### src/bp_pkg.sv
package bp_pkg;

    ////////////////////////////////
    // Widths
    ////////////////////////////////
    localparam int ADDR_W = 32;
    localparam int IDX_W  = 5;
    localparam int TAG_W  = 24;
    localparam int HIST_W = 10;

    typedef logic [ADDR_W-1:0] addr_t;
    typedef logic [IDX_W-1:0]  idx_t;
    typedef logic [TAG_W-1:0]  tag_t;

    // History in 9..8, counter n in bits 2n+1..2n
    typedef logic [HIST_W-1:0] hist_entry_t;

    // Slot 1 in 3..2, slot 2 in 1..0, each {history bit, taken}
    typedef logic [3:0] guess_t;

    // Fresh entry: history 0, every counter weakly not-taken
    localparam hist_entry_t HIST_INIT = 10'b00_0101_0101;

    ////////////////////////////////
    // Bundles
    ////////////////////////////////
    typedef struct packed {
        logic  vld;
        addr_t pc;
    } fetch_req_t;

    typedef struct packed {
        logic        exist;
        addr_t       target;
        logic        past_vld;
        hist_entry_t past;
    } slot_lookup_t;

    typedef struct packed {
        logic  branch;
        logic  reason;
        addr_t pc_new;
    } pred_t;

    typedef struct packed {
        logic  vld;
        addr_t pc;
        logic  taken;
        addr_t target;
        logic  mispredict;
    } resolve_t;

    typedef struct packed {
        logic        we;
        idx_t        idx;
        logic        slot;
        hist_entry_t entry;
    } ht_write_t;

    typedef struct packed {
        logic  we;
        idx_t  idx;
        logic  slot;
        tag_t  tag;
        addr_t target;
    } tt_write_t;

    ////////////////////////////////
    // APB register map
    ////////////////////////////////
    localparam logic [31:0] REG_CTRL    = 32'h0;
    localparam logic [31:0] REG_LOOKUPS = 32'h4;
    localparam logic [31:0] REG_MISPRED = 32'h8;

    // Two-bit counter picked by a history value
    function automatic logic [1:0] ctr_get(hist_entry_t e, logic [1:0] h);
        return e[{h, 1'b0} +: 2];
    endfunction

endpackage

### src/bp_slot_ram.sv
`timescale 1ns/1ps

module bp_slot_ram #(
    parameter int IDX_W = bp_pkg::IDX_W
) (
    input  logic           clk,
    input  logic           we,
    input  bp_pkg::idx_t   waddr,
    input  bp_pkg::guess_t wdata,
    input  bp_pkg::idx_t   raddr,
    output bp_pkg::guess_t rdata
);
    import bp_pkg::*;

    guess_t mem [2**IDX_W];

    always_ff @(posedge clk) begin
        if (we) begin
            mem[waddr] <= wdata;
        end
    end

    // Read is combinational, same cycle as the fetch
    assign rdata = mem[raddr];

endmodule

### src/bp_predict_unit.sv
`timescale 1ns/1ps

module bp_predict_unit #(
    parameter int ADDR_W = bp_pkg::ADDR_W,
    parameter int IDX_W  = bp_pkg::IDX_W
) (
    input  logic                 clk,
    input  logic                 rstn,
    input  logic                 en,
    input  bp_pkg::fetch_req_t   fetch,
    input  bp_pkg::slot_lookup_t slot1,
    input  bp_pkg::slot_lookup_t slot2,
    input  bp_pkg::hist_entry_t  past1,
    input  bp_pkg::hist_entry_t  past2,
    input  logic                 past_vld1,
    input  logic                 past_vld2,
    input  bp_pkg::resolve_t     resolve,
    output bp_pkg::pred_t        pred
);
    import bp_pkg::*;

    localparam int SETS = 2**IDX_W;

    idx_t         fidx;
    idx_t         ridx;
    guess_t       g_rd;
    guess_t       g_wr;
    logic         g_we;
    slot_lookup_t lk1;
    slot_lookup_t lk2;
    logic [1:0]   h1;
    logic [1:0]   h2;
    logic         t1;
    logic         t2;
    logic         fl1_new;
    logic         fl2_new;
    logic         flush;

    // Set while a slot still has an unresolved guess
    logic [SETS-1:0] gflag1;
    logic [SETS-1:0] gflag2;

    function automatic logic slot_dir(slot_lookup_t lk, logic [1:0] h, logic back);
        logic [1:0] ctr;
        ctr = ctr_get(lk.past, h);
        if (!lk.exist) begin
            return 1'b0;
        end else if (lk.past_vld) begin
            return ctr[1];
        end
        // No history yet, so assume loops go backward
        return back;
    endfunction

    assign fidx  = fetch.pc[IDX_W+2:3];
    assign ridx  = resolve.pc[IDX_W+2:3];
    assign flush = resolve.vld & resolve.mispredict;

    // Merge target and history lookups per slot
    assign lk1 = '{exist: slot1.exist, target: slot1.target, past_vld: past_vld1, past: past1};
    assign lk2 = '{exist: slot2.exist, target: slot2.target, past_vld: past_vld2, past: past2};

    ////////////////////////////////
    // Direction per slot
    ////////////////////////////////
    assign h1 = gflag1[fidx] ? g_rd[3:2] : lk1.past[9:8];
    assign h2 = gflag2[fidx] ? g_rd[1:0] : lk2.past[9:8];

    // Slot 1 drops out when fetch starts at the upper word
    assign t1 = ~fetch.pc[2] & slot_dir(lk1, h1, lk1.target < fetch.pc);
    assign t2 = slot_dir(lk2, h2, lk2.target < fetch.pc);

    ////////////////////////////////
    // Guess log
    ////////////////////////////////
    assign fl1_new = ~fetch.pc[2] & lk1.exist & lk1.past_vld;
    assign fl2_new = ~t1 & lk2.exist & lk2.past_vld;
    assign g_wr    = {h1[0], t1, h2[0], t2};
    assign g_we    = fetch.vld & en;

    bp_slot_ram #(
        .IDX_W (IDX_W)
    ) guess_ram_i (
        .clk   (clk),
        .we    (g_we),
        .waddr (fidx),
        .wdata (g_wr),
        .raddr (fidx),
        .rdata (g_rd)
    );

    // Later assignments win: resolve over fetch, flush over all
    always_ff @(posedge clk or negedge rstn) begin
        if (!rstn) begin
            gflag1 <= '0;
            gflag2 <= '0;
        end else begin
            if (g_we) begin
                gflag1[fidx] <= fl1_new;
                gflag2[fidx] <= fl2_new;
            end
            if (resolve.vld) begin
                if (resolve.pc[2]) begin
                    gflag2[ridx] <= 1'b0;
                end else begin
                    gflag1[ridx] <= 1'b0;
                end
            end
            if (flush) begin
                gflag1 <= '0;
                gflag2 <= '0;
            end
        end
    end

    ////////////////////////////////
    // Next pc
    ////////////////////////////////
    always_comb begin
        pred.branch = fetch.vld & (t1 | t2);
        pred.reason = fetch.pc[2] | (~t1 & t2);
        if (t1) begin
            pred.pc_new = lk1.target;
        end else if (t2) begin
            pred.pc_new = lk2.target;
        end else begin
            pred.pc_new = {fetch.pc[ADDR_W-1:3] + 1'b1, 3'b000};
        end
    end

endmodule

### config.mk
export PLATFORM = sky130hd
export DESIGN_NAME = bp_predict_unit
export DESIGN_NICKNAME = d
export VERILOG_FILES = /design/src/bp_pkg.sv /design/src/bp_slot_ram.sv /design/src/bp_predict_unit.sv
export SDC_FILE = /design/constraint.sdc
export NUM_CORES = 1
export LEC_CHECK = 0
export BUFFER_PORTS_ARGS = -buffer_cell sky130_fd_sc_hd__buf_2
export CAP_MARGIN = 30
export CORE_MARGIN = 2
export CORE_UTILIZATION = 35
export DETAILED_ROUTE_END_ITERATION = 16
export PLACE_DENSITY_LB_ADDON = 0.12
export REMOVE_ABC_BUFFERS = 1
export SLEW_MARGIN = 20
export SYNTH_ARGS = -nofsm -noshare
export SYNTH_HDL_FRONTEND = slang
export SYNTH_SLANG_ARGS = --single-unit
### constraint.sdc
create_clock -name clk -period 15.2 [get_ports clk]
set_clock_uncertainty 0.2 [all_clocks]
set_input_delay 4.56 -clock clk [delete_from_list [all_inputs] [get_ports clk]]
set_output_delay 4.56 -clock clk [all_outputs]
set_load 0.1 [all_outputs]
==> results_dict.tcl, run 1 <==
set metrics [dict create \
    maxCapViolCount 0 \
    timing.fmax_mhz 72.1 \
    worstHoldPathType "reg -> reg" \
    r2r_slack_ns 11.16 \
    critPathMaxFanout 34 \
    timing.max_slew.rel_slack_pct 27.8 \
    main_combinational_cell_family_by_area_after_synthesis "compound AO/OA/AOI/OAI gates" \
    floorplan.die_area_sq_um 35700 \
    post_synth_inst_count 1122 \
    criticalPathCategory "in -> out" \
    synthArstFlopShare_pct 33.3 \
    tritoncts "built" \
    ioPinCount 247 \
    detailedPlacementHpwl_um 29000 \
    cts_max_level 4 \
    synth_xor_area_share_pct 1.90 \
    dr_total_vias 9665 \
    area.sequential_sq_um 5450 \
    layout_common_cells "157 x sky130_fd_sc_hd__buf_2, 128 x sky130_fd_sc_hd__edfxtp_1, 111 x sky130_fd_sc_hd__a21oi_1" \
    fin_cells 1719 \
    buffer_ports.inserted 157 \
    crit_path_end_kind "output port" \
    via_count_of_the_first_global_routing_pass 9592 \
    core_area_sq_um 33600 \
    multiInputGateArea_sq_um 6010 \
    area_growth_pct 15.4 \
    cts.clk_slew.worst_paths_ns 0.07 \
    fill_cell_count 3334 \
    grt_max_degree 65 \
    via_per_inst 5.62 \
    routedLengthMet1_um 18100 \
    synth_adder_area_share_pct 6.91 \
    chip_width_um 189 \
    tritoncts.num_buffers 17 \
    synth_enable_flop_cells 128 \
    synth_simple_gate_area_share_pct 12.4 \
    ys_seq_elements 192 \
    cts.path.max_buffers 2 \
    cts_sinks 192 \
    detail-route-antenna-nets 0 \
    top_signal_layer_used "met5" \
    ys_warn_count 0 \
    synth-main-ff-cell "sky130_fd_sc_hd__edfxtp_1" \
    leakage_nw 5.49 \
    worst_skew_pair.late_latency_ns 0.45 \
    grt_use_total_pct 22.3 \
    outcome "finished, final reports clean" \
    nets 1532 \
    finalMaxSlewViolations 0 \
    layout.cells.most_common "sky130_fd_sc_hd__buf_2" \
    synth_top_area_cell "sky130_fd_sc_hd__edfxtp_1" \
    routed_wire_length_per_instance_um 23.0 \
    clockRootBuffer "sky130_fd_sc_hd__clkbuf_16" \
    tns_ns 0 \
    std_cell_rows 67 \
    initial_utilization_pct 35.6 \
    critPathArrivalTime_ns 9.11 \
    critPathRequiredTime_ns 10.44 \
    yosys-mux-area-fraction_pct 8.79 \
    wl_met3_um 2050 \
    post_synth.cell_area_avg_sq_um 10.7 \
    totalWireLength_um 39600 \
    die_height_um 189 \
    rsz_0062_raised_after_global_routing "no" \
    postPlaceCellArea_sq_um 13200 \
    synth_top_cells_by_area "sky130_fd_sc_hd__edfxtp_1 32%, sky130_fd_sc_hd__dfrtp_1 13%, sky130_fd_sc_hd__ha_1 6.9%, sky130_fd_sc_hd__mux2i_1 6.8%, sky130_fd_sc_hd__a21oi_1 4.6%" \
    met2WireLength_um 18800 \
    dp.cells 1680 \
    yosysSeqAreaShare_pct 45.5 \
    cts.repair_timing.setup_buffer_count 0 \
    finalHoldViolations 0 \
    ys_types 74 \
    post-synth-top-area-fraction_pct 32.1 \
    timing_worst_slew_pin_value_ns 1.08 \
    finalWorstPathRequiredPeriod_ns 13.87 \
    ctsResizeCount 0 \
    mappedNetlistArea_sq_um 12000 \
    drc_errors 0 \
    grt_overflow 0 \
    hold-worst-slack_ns 0.376 \
    drive_gt1_share_pct 22.4 \
    first_pass_grt_wire_length_um 59500 \
    stdcell_area_sq_um 13800 \
    postCtsHoldBufs 0 \
    final_min_period_over_clock_period_pct 91.3 \
    gp_routability_congestion 0.874 \
    power_density_nw_per_um2 99.3 \
    cp-start-kind "primary input" \
    drt_pre_antenna_iters 5 \
    antenna_found_initial 6 \
    total_power_mw 1.37 \
    vdd_drop_max_uv 87.9 \
    1st_iter_drt_viols 757 \
    post_synthesis_compound_gate_area_fraction_pct 19.7 \
    setup_viol 0 \
]
==> through the flow <==
| step | worst slack, ns | utilization [%] |
|---|---|---|
| floorplan | 0.750 | - |
| global placement | 1.22 | 38.9 |
| detailed placement | 1.33 | 39.2 |
| CTS | 1.33 | 40.9 |
| global route | 1.16 | 41.0 |
| finish | 1.33 | 41.1 |
==> cells by family after synthesis <==
family	Yosys count
AOI/OAI and AO/OA	370
xor gates and xnor gates	26
adders and majority gates	66
buffers and inverters	109
DFF	192
muxes	95
and+or+nand+nor	264
==> sequential cells by signal (all words and copies together), names as in the netlist <==
register and cells:
guess_ram_i.mem 128, gflag1 32, gflag2 32
==> power by group <==
part	switching [mW]	internal [mW]
Clock	0.209	0.226
Sequential	0.00206	0.571
Combinational	0.271	0.0912
==> worst max-delay path, cell delays in order <==
cell and delay (ns):
sky130_fd_sc_hd__buf_2 0.52, sky130_fd_sc_hd__buf_4 0.29, sky130_fd_sc_hd__and4bb_2 0.28, sky130_fd_sc_hd__a22oi_1 0.18
sky130_fd_sc_hd__nand4_1 0.32, sky130_fd_sc_hd__nor3_2 0.44, sky130_fd_sc_hd__mux2_2 0.38, sky130_fd_sc_hd__a211oi_1 0.29
sky130_fd_sc_hd__or2_1 0.55, sky130_fd_sc_hd__buf_4 0.36, sky130_fd_sc_hd__nor3_1 0.09, sky130_fd_sc_hd__o31ai_1 0.30
sky130_fd_sc_hd__buf_2 0.49
==> synthesized netlist by cell type (20+ instances only) <==
| library cell | instances |
|---|---|
| sky130_fd_sc_hd__a211oi_1 | 39 |
| sky130_fd_sc_hd__a21o_1 | 20 |
| sky130_fd_sc_hd__a21oi_1 | 111 |
| sky130_fd_sc_hd__a22oi_1 | 20 |
| sky130_fd_sc_hd__clkbuf_1 | 36 |
| sky130_fd_sc_hd__dfrtp_1 | 64 |
| sky130_fd_sc_hd__edfxtp_1 | 128 |
| sky130_fd_sc_hd__ha_1 | 66 |
| sky130_fd_sc_hd__inv_1 | 35 |
| sky130_fd_sc_hd__mux2i_1 | 81 |
| sky130_fd_sc_hd__nand2_1 | 52 |
| sky130_fd_sc_hd__nand3_1 | 30 |
| sky130_fd_sc_hd__nand4_1 | 20 |
| sky130_fd_sc_hd__nor2_1 | 49 |
| sky130_fd_sc_hd__nor3_1 | 37 |
| sky130_fd_sc_hd__o21ai_0 | 103 |
| sky130_fd_sc_hd__o31ai_2 | 25 |
| sky130_fd_sc_hd__xnor2_1 | 25 |
==> area by class of cell <==
class | instances | area share [%]
inverter | 36 | 0.979
sequential | 192 | 39.5
tap | 448 | 4.06
antenna | 5 | 0.0907
clock buffer | 19 | 3.36
timing repair buffer | 185 | 7.82
multi-input combinational | 821 | 43.5
clock inverter | 13 | 0.698
==> layer usage <==
layer	vias to the layer above	global-route usage [%]
met5	-	0
met4	2	6.52
met3	41	3.89
met2	280	35.5
met1	4757	31.2
li1	4585	-
==> final timing paths <==
| kind | end | start | cells past startpoint |
|---|---|---|---|
| setup reg to reg | gflag2[25] | gflag1[25] | 9 |
| min in group asynchronous | gflag1[12] | rstn | 2 |
| max in group asynchronous | gflag2[29] | rstn | 3 |
| setup / recovery | pred[31] | fetch[6] | 13 |
| hold reg to reg | gflag2[0] | gflag2[0] | 2 |
| hold / removal | gflag2[0] | gflag2[0] | 2 |
Power figures use the tool's default switching activity.
==> run 2, diff against run 1 <==
--- a/config.mk
+++ b/config.mk
@@ -10,8 +10,9 @@
 export CORE_MARGIN = 2
 export CORE_UTILIZATION = 35
 export DETAILED_ROUTE_END_ITERATION = 16
+export GPL_ROUTABILITY_DRIVEN = 0
+export MAX_ROUTING_LAYER = met4
 export PLACE_DENSITY_LB_ADDON = 0.12
-export REMOVE_ABC_BUFFERS = 1
 export SLEW_MARGIN = 20
 export SYNTH_ARGS = -nofsm -noshare
 export SYNTH_HDL_FRONTEND = slang
==> run 2 against run 1 <==
Cell count grew 0.58%; global-route usage grew 1.2 points; power grew 2.3%; largest power group unchanged; die area is the same; non-clock buffer count grew 9; cell area grew 0.62%; utilization grew 0.25 points; via count grew 1.5%; critical path type unchanged; clock power grew 7.1%; first-iteration DRC count shrank 1.5%.
==> results_dict.tcl, run 2 (synthesis results as in run 1) <==
set metrics [dict create \
    drive_gt1_share_pct 22.7 \
    critical-path-max-stage-delay_ns 0.84 \
    cts.repair_timing.setup_buffer_count 0 \
    outcome "finished, final reports clean" \
    grt_max_degree 65 \
    grt_overflow 0 \
    fill_cell_count 3262 \
    critical_path.slowest_cell "sky130_fd_sc_hd__nor4bb_1" \
    finalMaxSlewViolations 0 \
    hold-worst-slack_ns 0.378 \
    postCtsHoldBufs 0 \
    1st_iter_drt_viols 746 \
    nets 1541 \
    cts_max_level 4 \
    largestRegisters "guess_ram_i.mem: 128 flops, gflag1: 32 flops, gflag2: 32 flops" \
    totalWireLength_um 40800 \
    setup_viol 0 \
    criticalPathCategory "in -> out" \
    layout.cells.most_common "sky130_fd_sc_hd__buf_2" \
    syn_nets 1401 \
    finalHoldViolations 0 \
    tritoncts.num_buffers 17 \
    first_pass_grt_wire_length_um 60600 \
    finalWorstPathRequiredPeriod_ns 14.16 \
    ioPinCount 247 \
    drt_pre_antenna_iters 5 \
    detail-route-antenna-nets 0 \
    area.sequential_sq_um 5450 \
    stdcell_area_sq_um 13900 \
    drc_errors 0 \
    chip_width_um 189 \
    vdd_drop_max_uv 72.4 \
    timing_worst_slew_pin_value_ns 0.931 \
    worst_path_most_repeated_cell "sky130_fd_sc_hd__buf_2" \
    clockRootBuffer "sky130_fd_sc_hd__clkbuf_16" \
    antenna_found_initial 6 \
    routed_wire_length_per_instance_um 23.6 \
    min_delay_path_depth 2 \
    timing.max_slew.rel_slack_pct 37.9 \
    rsz_0062_raised_after_global_routing "no" \
    tritoncts "built" \
    buffer_ports.inserted 157 \
    total_power_mw 1.40 \
    die_height_um 189 \
    power_density_nw_per_um2 101 \
    std_cell_rows 67 \
    timing.fmax_mhz 70.6 \
    leakage_nw 5.55 \
    tns_ns 0 \
    worstHoldPathType "reg -> reg" \
    area_growth_pct 16.1 \
    floorplan.die_area_sq_um 35700 \
    crit_path_cell_trace "buf_2, nor4bb_1, a22oi_1, and4_1, and2_1, a41oi_2, o211a_1, or2_1, buf_4, nor3_1, o31ai_2, buf_2" \
    grt_use_total_pct 23.5 \
    ff2ff_path_depth 8 \
    cp-start-kind "primary input" \
    maxCapViolCount 0 \
    layout_common_cells "158 x sky130_fd_sc_hd__buf_2, 128 x sky130_fd_sc_hd__edfxtp_1, 111 x sky130_fd_sc_hd__a21oi_1" \
    critPathRequiredTime_ns 10.44 \
    cts_sinks 192 \
    initial_utilization_pct 35.6 \
    critPathArrivalTime_ns 9.40 \
    critPathMaxFanout 40 \
    via_per_inst 5.67 \
    crit_path_end_kind "output port" \
    cts.clk_slew.worst_paths_ns 0.08 \
    final_min_period_over_clock_period_pct 93.2 \
    detailedPlacementHpwl_um 29600 \
    core_utilization_of_the_finished_layout_pct 41.3 \
    dr_total_vias 9808 \
    ctsResizeCount 0 \
    via_count_of_the_first_global_routing_pass 9468 \
    largest_register_ffs 128 \
    cts.path.max_buffers 2 \
    worst_skew_pair.late_latency_ns 0.45 \
    r2r_slack_ns 10.91 \
    core_area_sq_um 33600 \
    multiInputGateArea_sq_um 6000 \
    postPlaceCellArea_sq_um 13200 \
    registers.top_by_ff_count "guess_ram_i.mem" \
]
==> run 2: changes by cell type in the layout (fill, tap and decap cells not counted), moves of 3 or more <==
cell                       before  now
sky130_fd_sc_hd__clkinv_8       0    4
sky130_fd_sc_hd__buf_16         3    0
sky130_fd_sc_hd__inv_12         0    3
sky130_fd_sc_hd__inv_4          4    0
sky130_fd_sc_hd__buf_4         21   28
sky130_fd_sc_hd__nor3b_2        5    2
==> run 2: cell type report <==
| cell class | instances | area share [%] |
|---|---|---|
| clock buffer | 17 | 3.06 |
| sequential | 192 | 39.2 |
| inverter | 36 | 0.973 |
| clock inverter | 15 | 1.38 |
| timing repair buffer | 194 | 8.03 |
| antenna | 6 | 0.108 |
| tap | 448 | 4.04 |
| multi-input combinational | 821 | 43.2 |
==> run 2: final timing paths <==
kind / to / from
worst max-delay path: pred[25] / fetch[7]
worst min-delay path: gflag2[18] / gflag2[18]
worst max register to register: guess_ram_i.mem[19][0] / guess_ram_i.mem[21][0]
worst min register to register: gflag2[18] / gflag2[18]
max in group asynchronous: gflag1[29] / rstn
min in group asynchronous: gflag2[8] / rstn
==> run 2: routing by layer <==
layer	vias up	track usage [%]	part of all wire (%)
met2	338	35.5	46
li1	4600	-	-
met4	0	7.90	3.0
met1	4804	31.9	45
met5	-	-	0
met3	66	4.19	5.6
==> run 2: metrics by stage <==
| step | instances | setup WS (ns) |
|---|---|---|
| after global routing | 1729 | 0.741 |
| after global placement | 1680 | 1.03 |
| final | 1729 | 1.04 |
| after CTS | 1719 | 1.07 |
| after detailed placement | 1687 | 1.08 |
| after floorplan | 1122 | 1.06 |
==> run 2: power breakdown <==
part / total (mW) / switching [mW] / internal, mW
registers: 0.573 / 0.00211 / 0.571
clock network: 0.466 / 0.238 / 0.227
logic: 0.363 / 0.271 / 0.0915
total: 1.40 / 0.511 / 0.890
==> run 2: worst max-delay path: cells and delay by family <==
kind                   cells  cell delay, ns
buffers and inverters      3            1.36
AOI/OAI and AO/OA          4            1.24
and+or+nand+nor            5            2.18
==> run 3, diff against run 2 <==
--- a/config.mk
+++ b/config.mk
@@ -13,6 +13,7 @@
 export GPL_ROUTABILITY_DRIVEN = 0
 export MAX_ROUTING_LAYER = met4
 export PLACE_DENSITY_LB_ADDON = 0.12
+export RECOVER_POWER = 100
 export SLEW_MARGIN = 20
 export SYNTH_ARGS = -nofsm -noshare
 export SYNTH_HDL_FRONTEND = slang
==> run 3 against run 2 <==
The run now ends with max-capacitance violations, max-slew violations left; die area is the same; routed wire length grew 0.19%; register-to-register slack lost 0.67 ns; critical path type unchanged; largest power group unchanged; highest routed layer unchanged.
==> results_dict.tcl, run 3 (synthesis results as in run 1) <==
set metrics [dict create \
    antenna_found_initial 6 \
    outcome "finished, violations left" \
    pwr-share-comb_pct 25.7 \
    critPathArrivalTime_ns 9.79 \
    area_growth_pct 15.6 \
    die_height_um 189 \
    timing_worst_slew_pin_value_ns 1.93 \
    floorplan.die_area_sq_um 35700 \
    cp_num_buf_inv 3 \
    registers.top_by_ff_count "guess_ram_i.mem" \
    rsz_0062_raised_after_global_routing "no" \
    critPathMaxFanout 40 \
    totalWireLength_um 40900 \
    buffer_ports.inserted 157 \
    worstHoldPathType "reg -> reg" \
    largestRegisters "guess_ram_i.mem: 128 flops, gflag1: 32 flops, gflag2: 32 flops" \
    fill_cell_count 3268 \
    drive_gt1_share_pct 21.7 \
    crit_path_cell_trace "buf_2, nor4bb_1, a22oi_1, nand4_1, nor2_1, mux2i_1, mux2_1, a22o_4, nor2_4, inv_1, o31ai_1, clkbuf_1" \
    cp-start-kind "primary input" \
    first_pass_grt_wire_length_um 60600 \
    cts_max_level 4 \
    setup_viol 0 \
    stdcell_area_sq_um 13800 \
    p_int_uw 888 \
    ctsResizeCount 0 \
    power_frac_seq_pct 41.0 \
    cts.path.max_buffers 2 \
    maxCapViolCount 3 \
    timing.fmax_mhz 68.7 \
    grt_max_degree 65 \
    multiInputGateArea_sq_um 5990 \
    core_area_sq_um 33600 \
    std_cell_rows 67 \
    dr_total_vias 9795 \
    finalWorstPathRequiredPeriod_ns 14.55 \
    power.share.clock_pct 33.3 \
    layout.cells.most_common "sky130_fd_sc_hd__buf_2" \
    routed_wire_length_per_instance_um 23.7 \
    crit_path_end_kind "output port" \
    vdd_drop_max_uv 73.0 \
    critical-path-max-stage-delay_ns 0.93 \
    initial_utilization_pct 35.6 \
    nets 1541 \
    via_count_of_the_first_global_routing_pass 9468 \
    timing.max_slew.rel_slack_pct -28.6 \
    cts_sinks 192 \
    p_sw_uw 513 \
    tns_ns 0 \
    p_sw_share_pct 36.6 \
    area.sequential_sq_um 5450 \
    detailedPlacementHpwl_um 29600 \
    grt_use_total_pct 23.5 \
    final_min_period_over_clock_period_pct 95.7 \
    via_per_inst 5.67 \
    drt_pre_antenna_iters 5 \
    drc_errors 0 \
    tritoncts "built" \
    syn_nets 1401 \
    cts.clk_slew.worst_paths_ns 0.08 \
    finalMaxSlewViolations 100 \
    worst_skew_pair.late_latency_ns 0.45 \
    cts.repair_timing.setup_buffer_count 0 \
    failed_checks "max-capacitance violations, max-slew violations" \
    tritoncts.num_buffers 17 \
    postPlaceCellArea_sq_um 13200 \
    chip_width_um 189 \
    finalHoldViolations 0 \
    postCtsHoldBufs 0 \
    1st_iter_drt_viols 755 \
    leakage_nw 5.51 \
    critical_path.slowest_cell "sky130_fd_sc_hd__clkbuf_1" \
    critical_path.top_delay_family "buffers and inverters" \
    detail-route-antenna-nets 0 \
    clockRootBuffer "sky130_fd_sc_hd__clkbuf_16" \
    largest_register_ffs 128 \
    layout_common_cells "141 x sky130_fd_sc_hd__buf_2, 128 x sky130_fd_sc_hd__edfxtp_1, 111 x sky130_fd_sc_hd__a21oi_1" \
    ioPinCount 247 \
    power_density_nw_per_um2 101 \
    criticalPathCategory "in -> out" \
    critPathRequiredTime_ns 10.44 \
    grt_overflow 0 \
]
==> run 3: layout make-up <==
cell class                      instances  share of cell area, %
Multi-Input combinational cell        821                   43.3
Sequential cell                       192                   39.4
Timing Repair Buffer                  194                   7.69
Tap cell                              448                   4.05
Clock buffer                           17                   3.08
Clock inverter                         15                   1.38
Inverter                               36                  0.977
Antenna cell                            6                  0.109
==> run 3: worst paths after layout <==
path / to / slack, ns / cells past startpoint / from
hold reg to reg: gflag2[18] / 0.38 / 2 / gflag2[18]
max in group asynchronous: gflag1[29] / 7.68 / 3 / rstn
hold / removal: gflag2[18] / 0.38 / 2 / gflag2[18]
setup reg to reg: guess_ram_i.mem[6][2] / 10.24 / 11 / gflag1[25]
min in group asynchronous: gflag2[8] / 4.53 / 2 / rstn
setup / recovery: pred[31] / 0.65 / 12 / fetch[7]
==> run 3: worst reg2reg max path: stages, from the launching register on <==
cell                       delay (ns)
sky130_fd_sc_hd__dfrtp_1         0.38
sky130_fd_sc_hd__mux2_1          0.35
sky130_fd_sc_hd__a22o_1          0.27
sky130_fd_sc_hd__nor4_1          0.43
sky130_fd_sc_hd__nand3_2         0.17
sky130_fd_sc_hd__mux2i_1         0.54
sky130_fd_sc_hd__mux2_1          0.30
sky130_fd_sc_hd__a22o_4          0.35
sky130_fd_sc_hd__nor2_4          0.09
sky130_fd_sc_hd__inv_1           0.67
sky130_fd_sc_hd__buf_12          0.28
sky130_fd_sc_hd__clkbuf_1        0.63
==> run 3: per-layer routing <==
| layer | wire, um | vias up | GRT usage, % |
|---|---|---|---|
| met5 | 0 | - | - |
| li1 | - | 4612 | - |
| met4 | 1140 | 0 | 7.90 |
| met2 | 18900 | 332 | 35.5 |
| met3 | 2220 | 70 | 4.19 |
| met1 | 18600 | 4781 | 31.9 |
==> run 3: metrics by stage <==
step	utilization [%]	worst slack (ns)	hold WS, ns	cells	power (mW)
2_1_floorplan	-	1.06	0.331	1122	0.848
3_3_place_gp	39.0	1.03	0.351	1680	0.943
3_5_place_dp	39.3	1.08	0.361	1687	0.946
4_1_cts	41.1	1.07	0.380	1719	1.41
5_1_grt	41.1	0.376	0.403	1729	1.45
6_report	41.1	0.649	0.377	1729	1.40
==> run 3: power by group through the flow <==
stage          registers (mW)  clock network [mW]  logic, mW
4_1_cts                 0.573               0.472      0.362
2_1_floorplan           0.584                   0      0.264
5_1_grt                 0.574               0.492      0.380
3_3_place_gp            0.585                   0      0.358
6_report                0.574               0.467      0.360
3_5_place_dp            0.585                   0      0.361
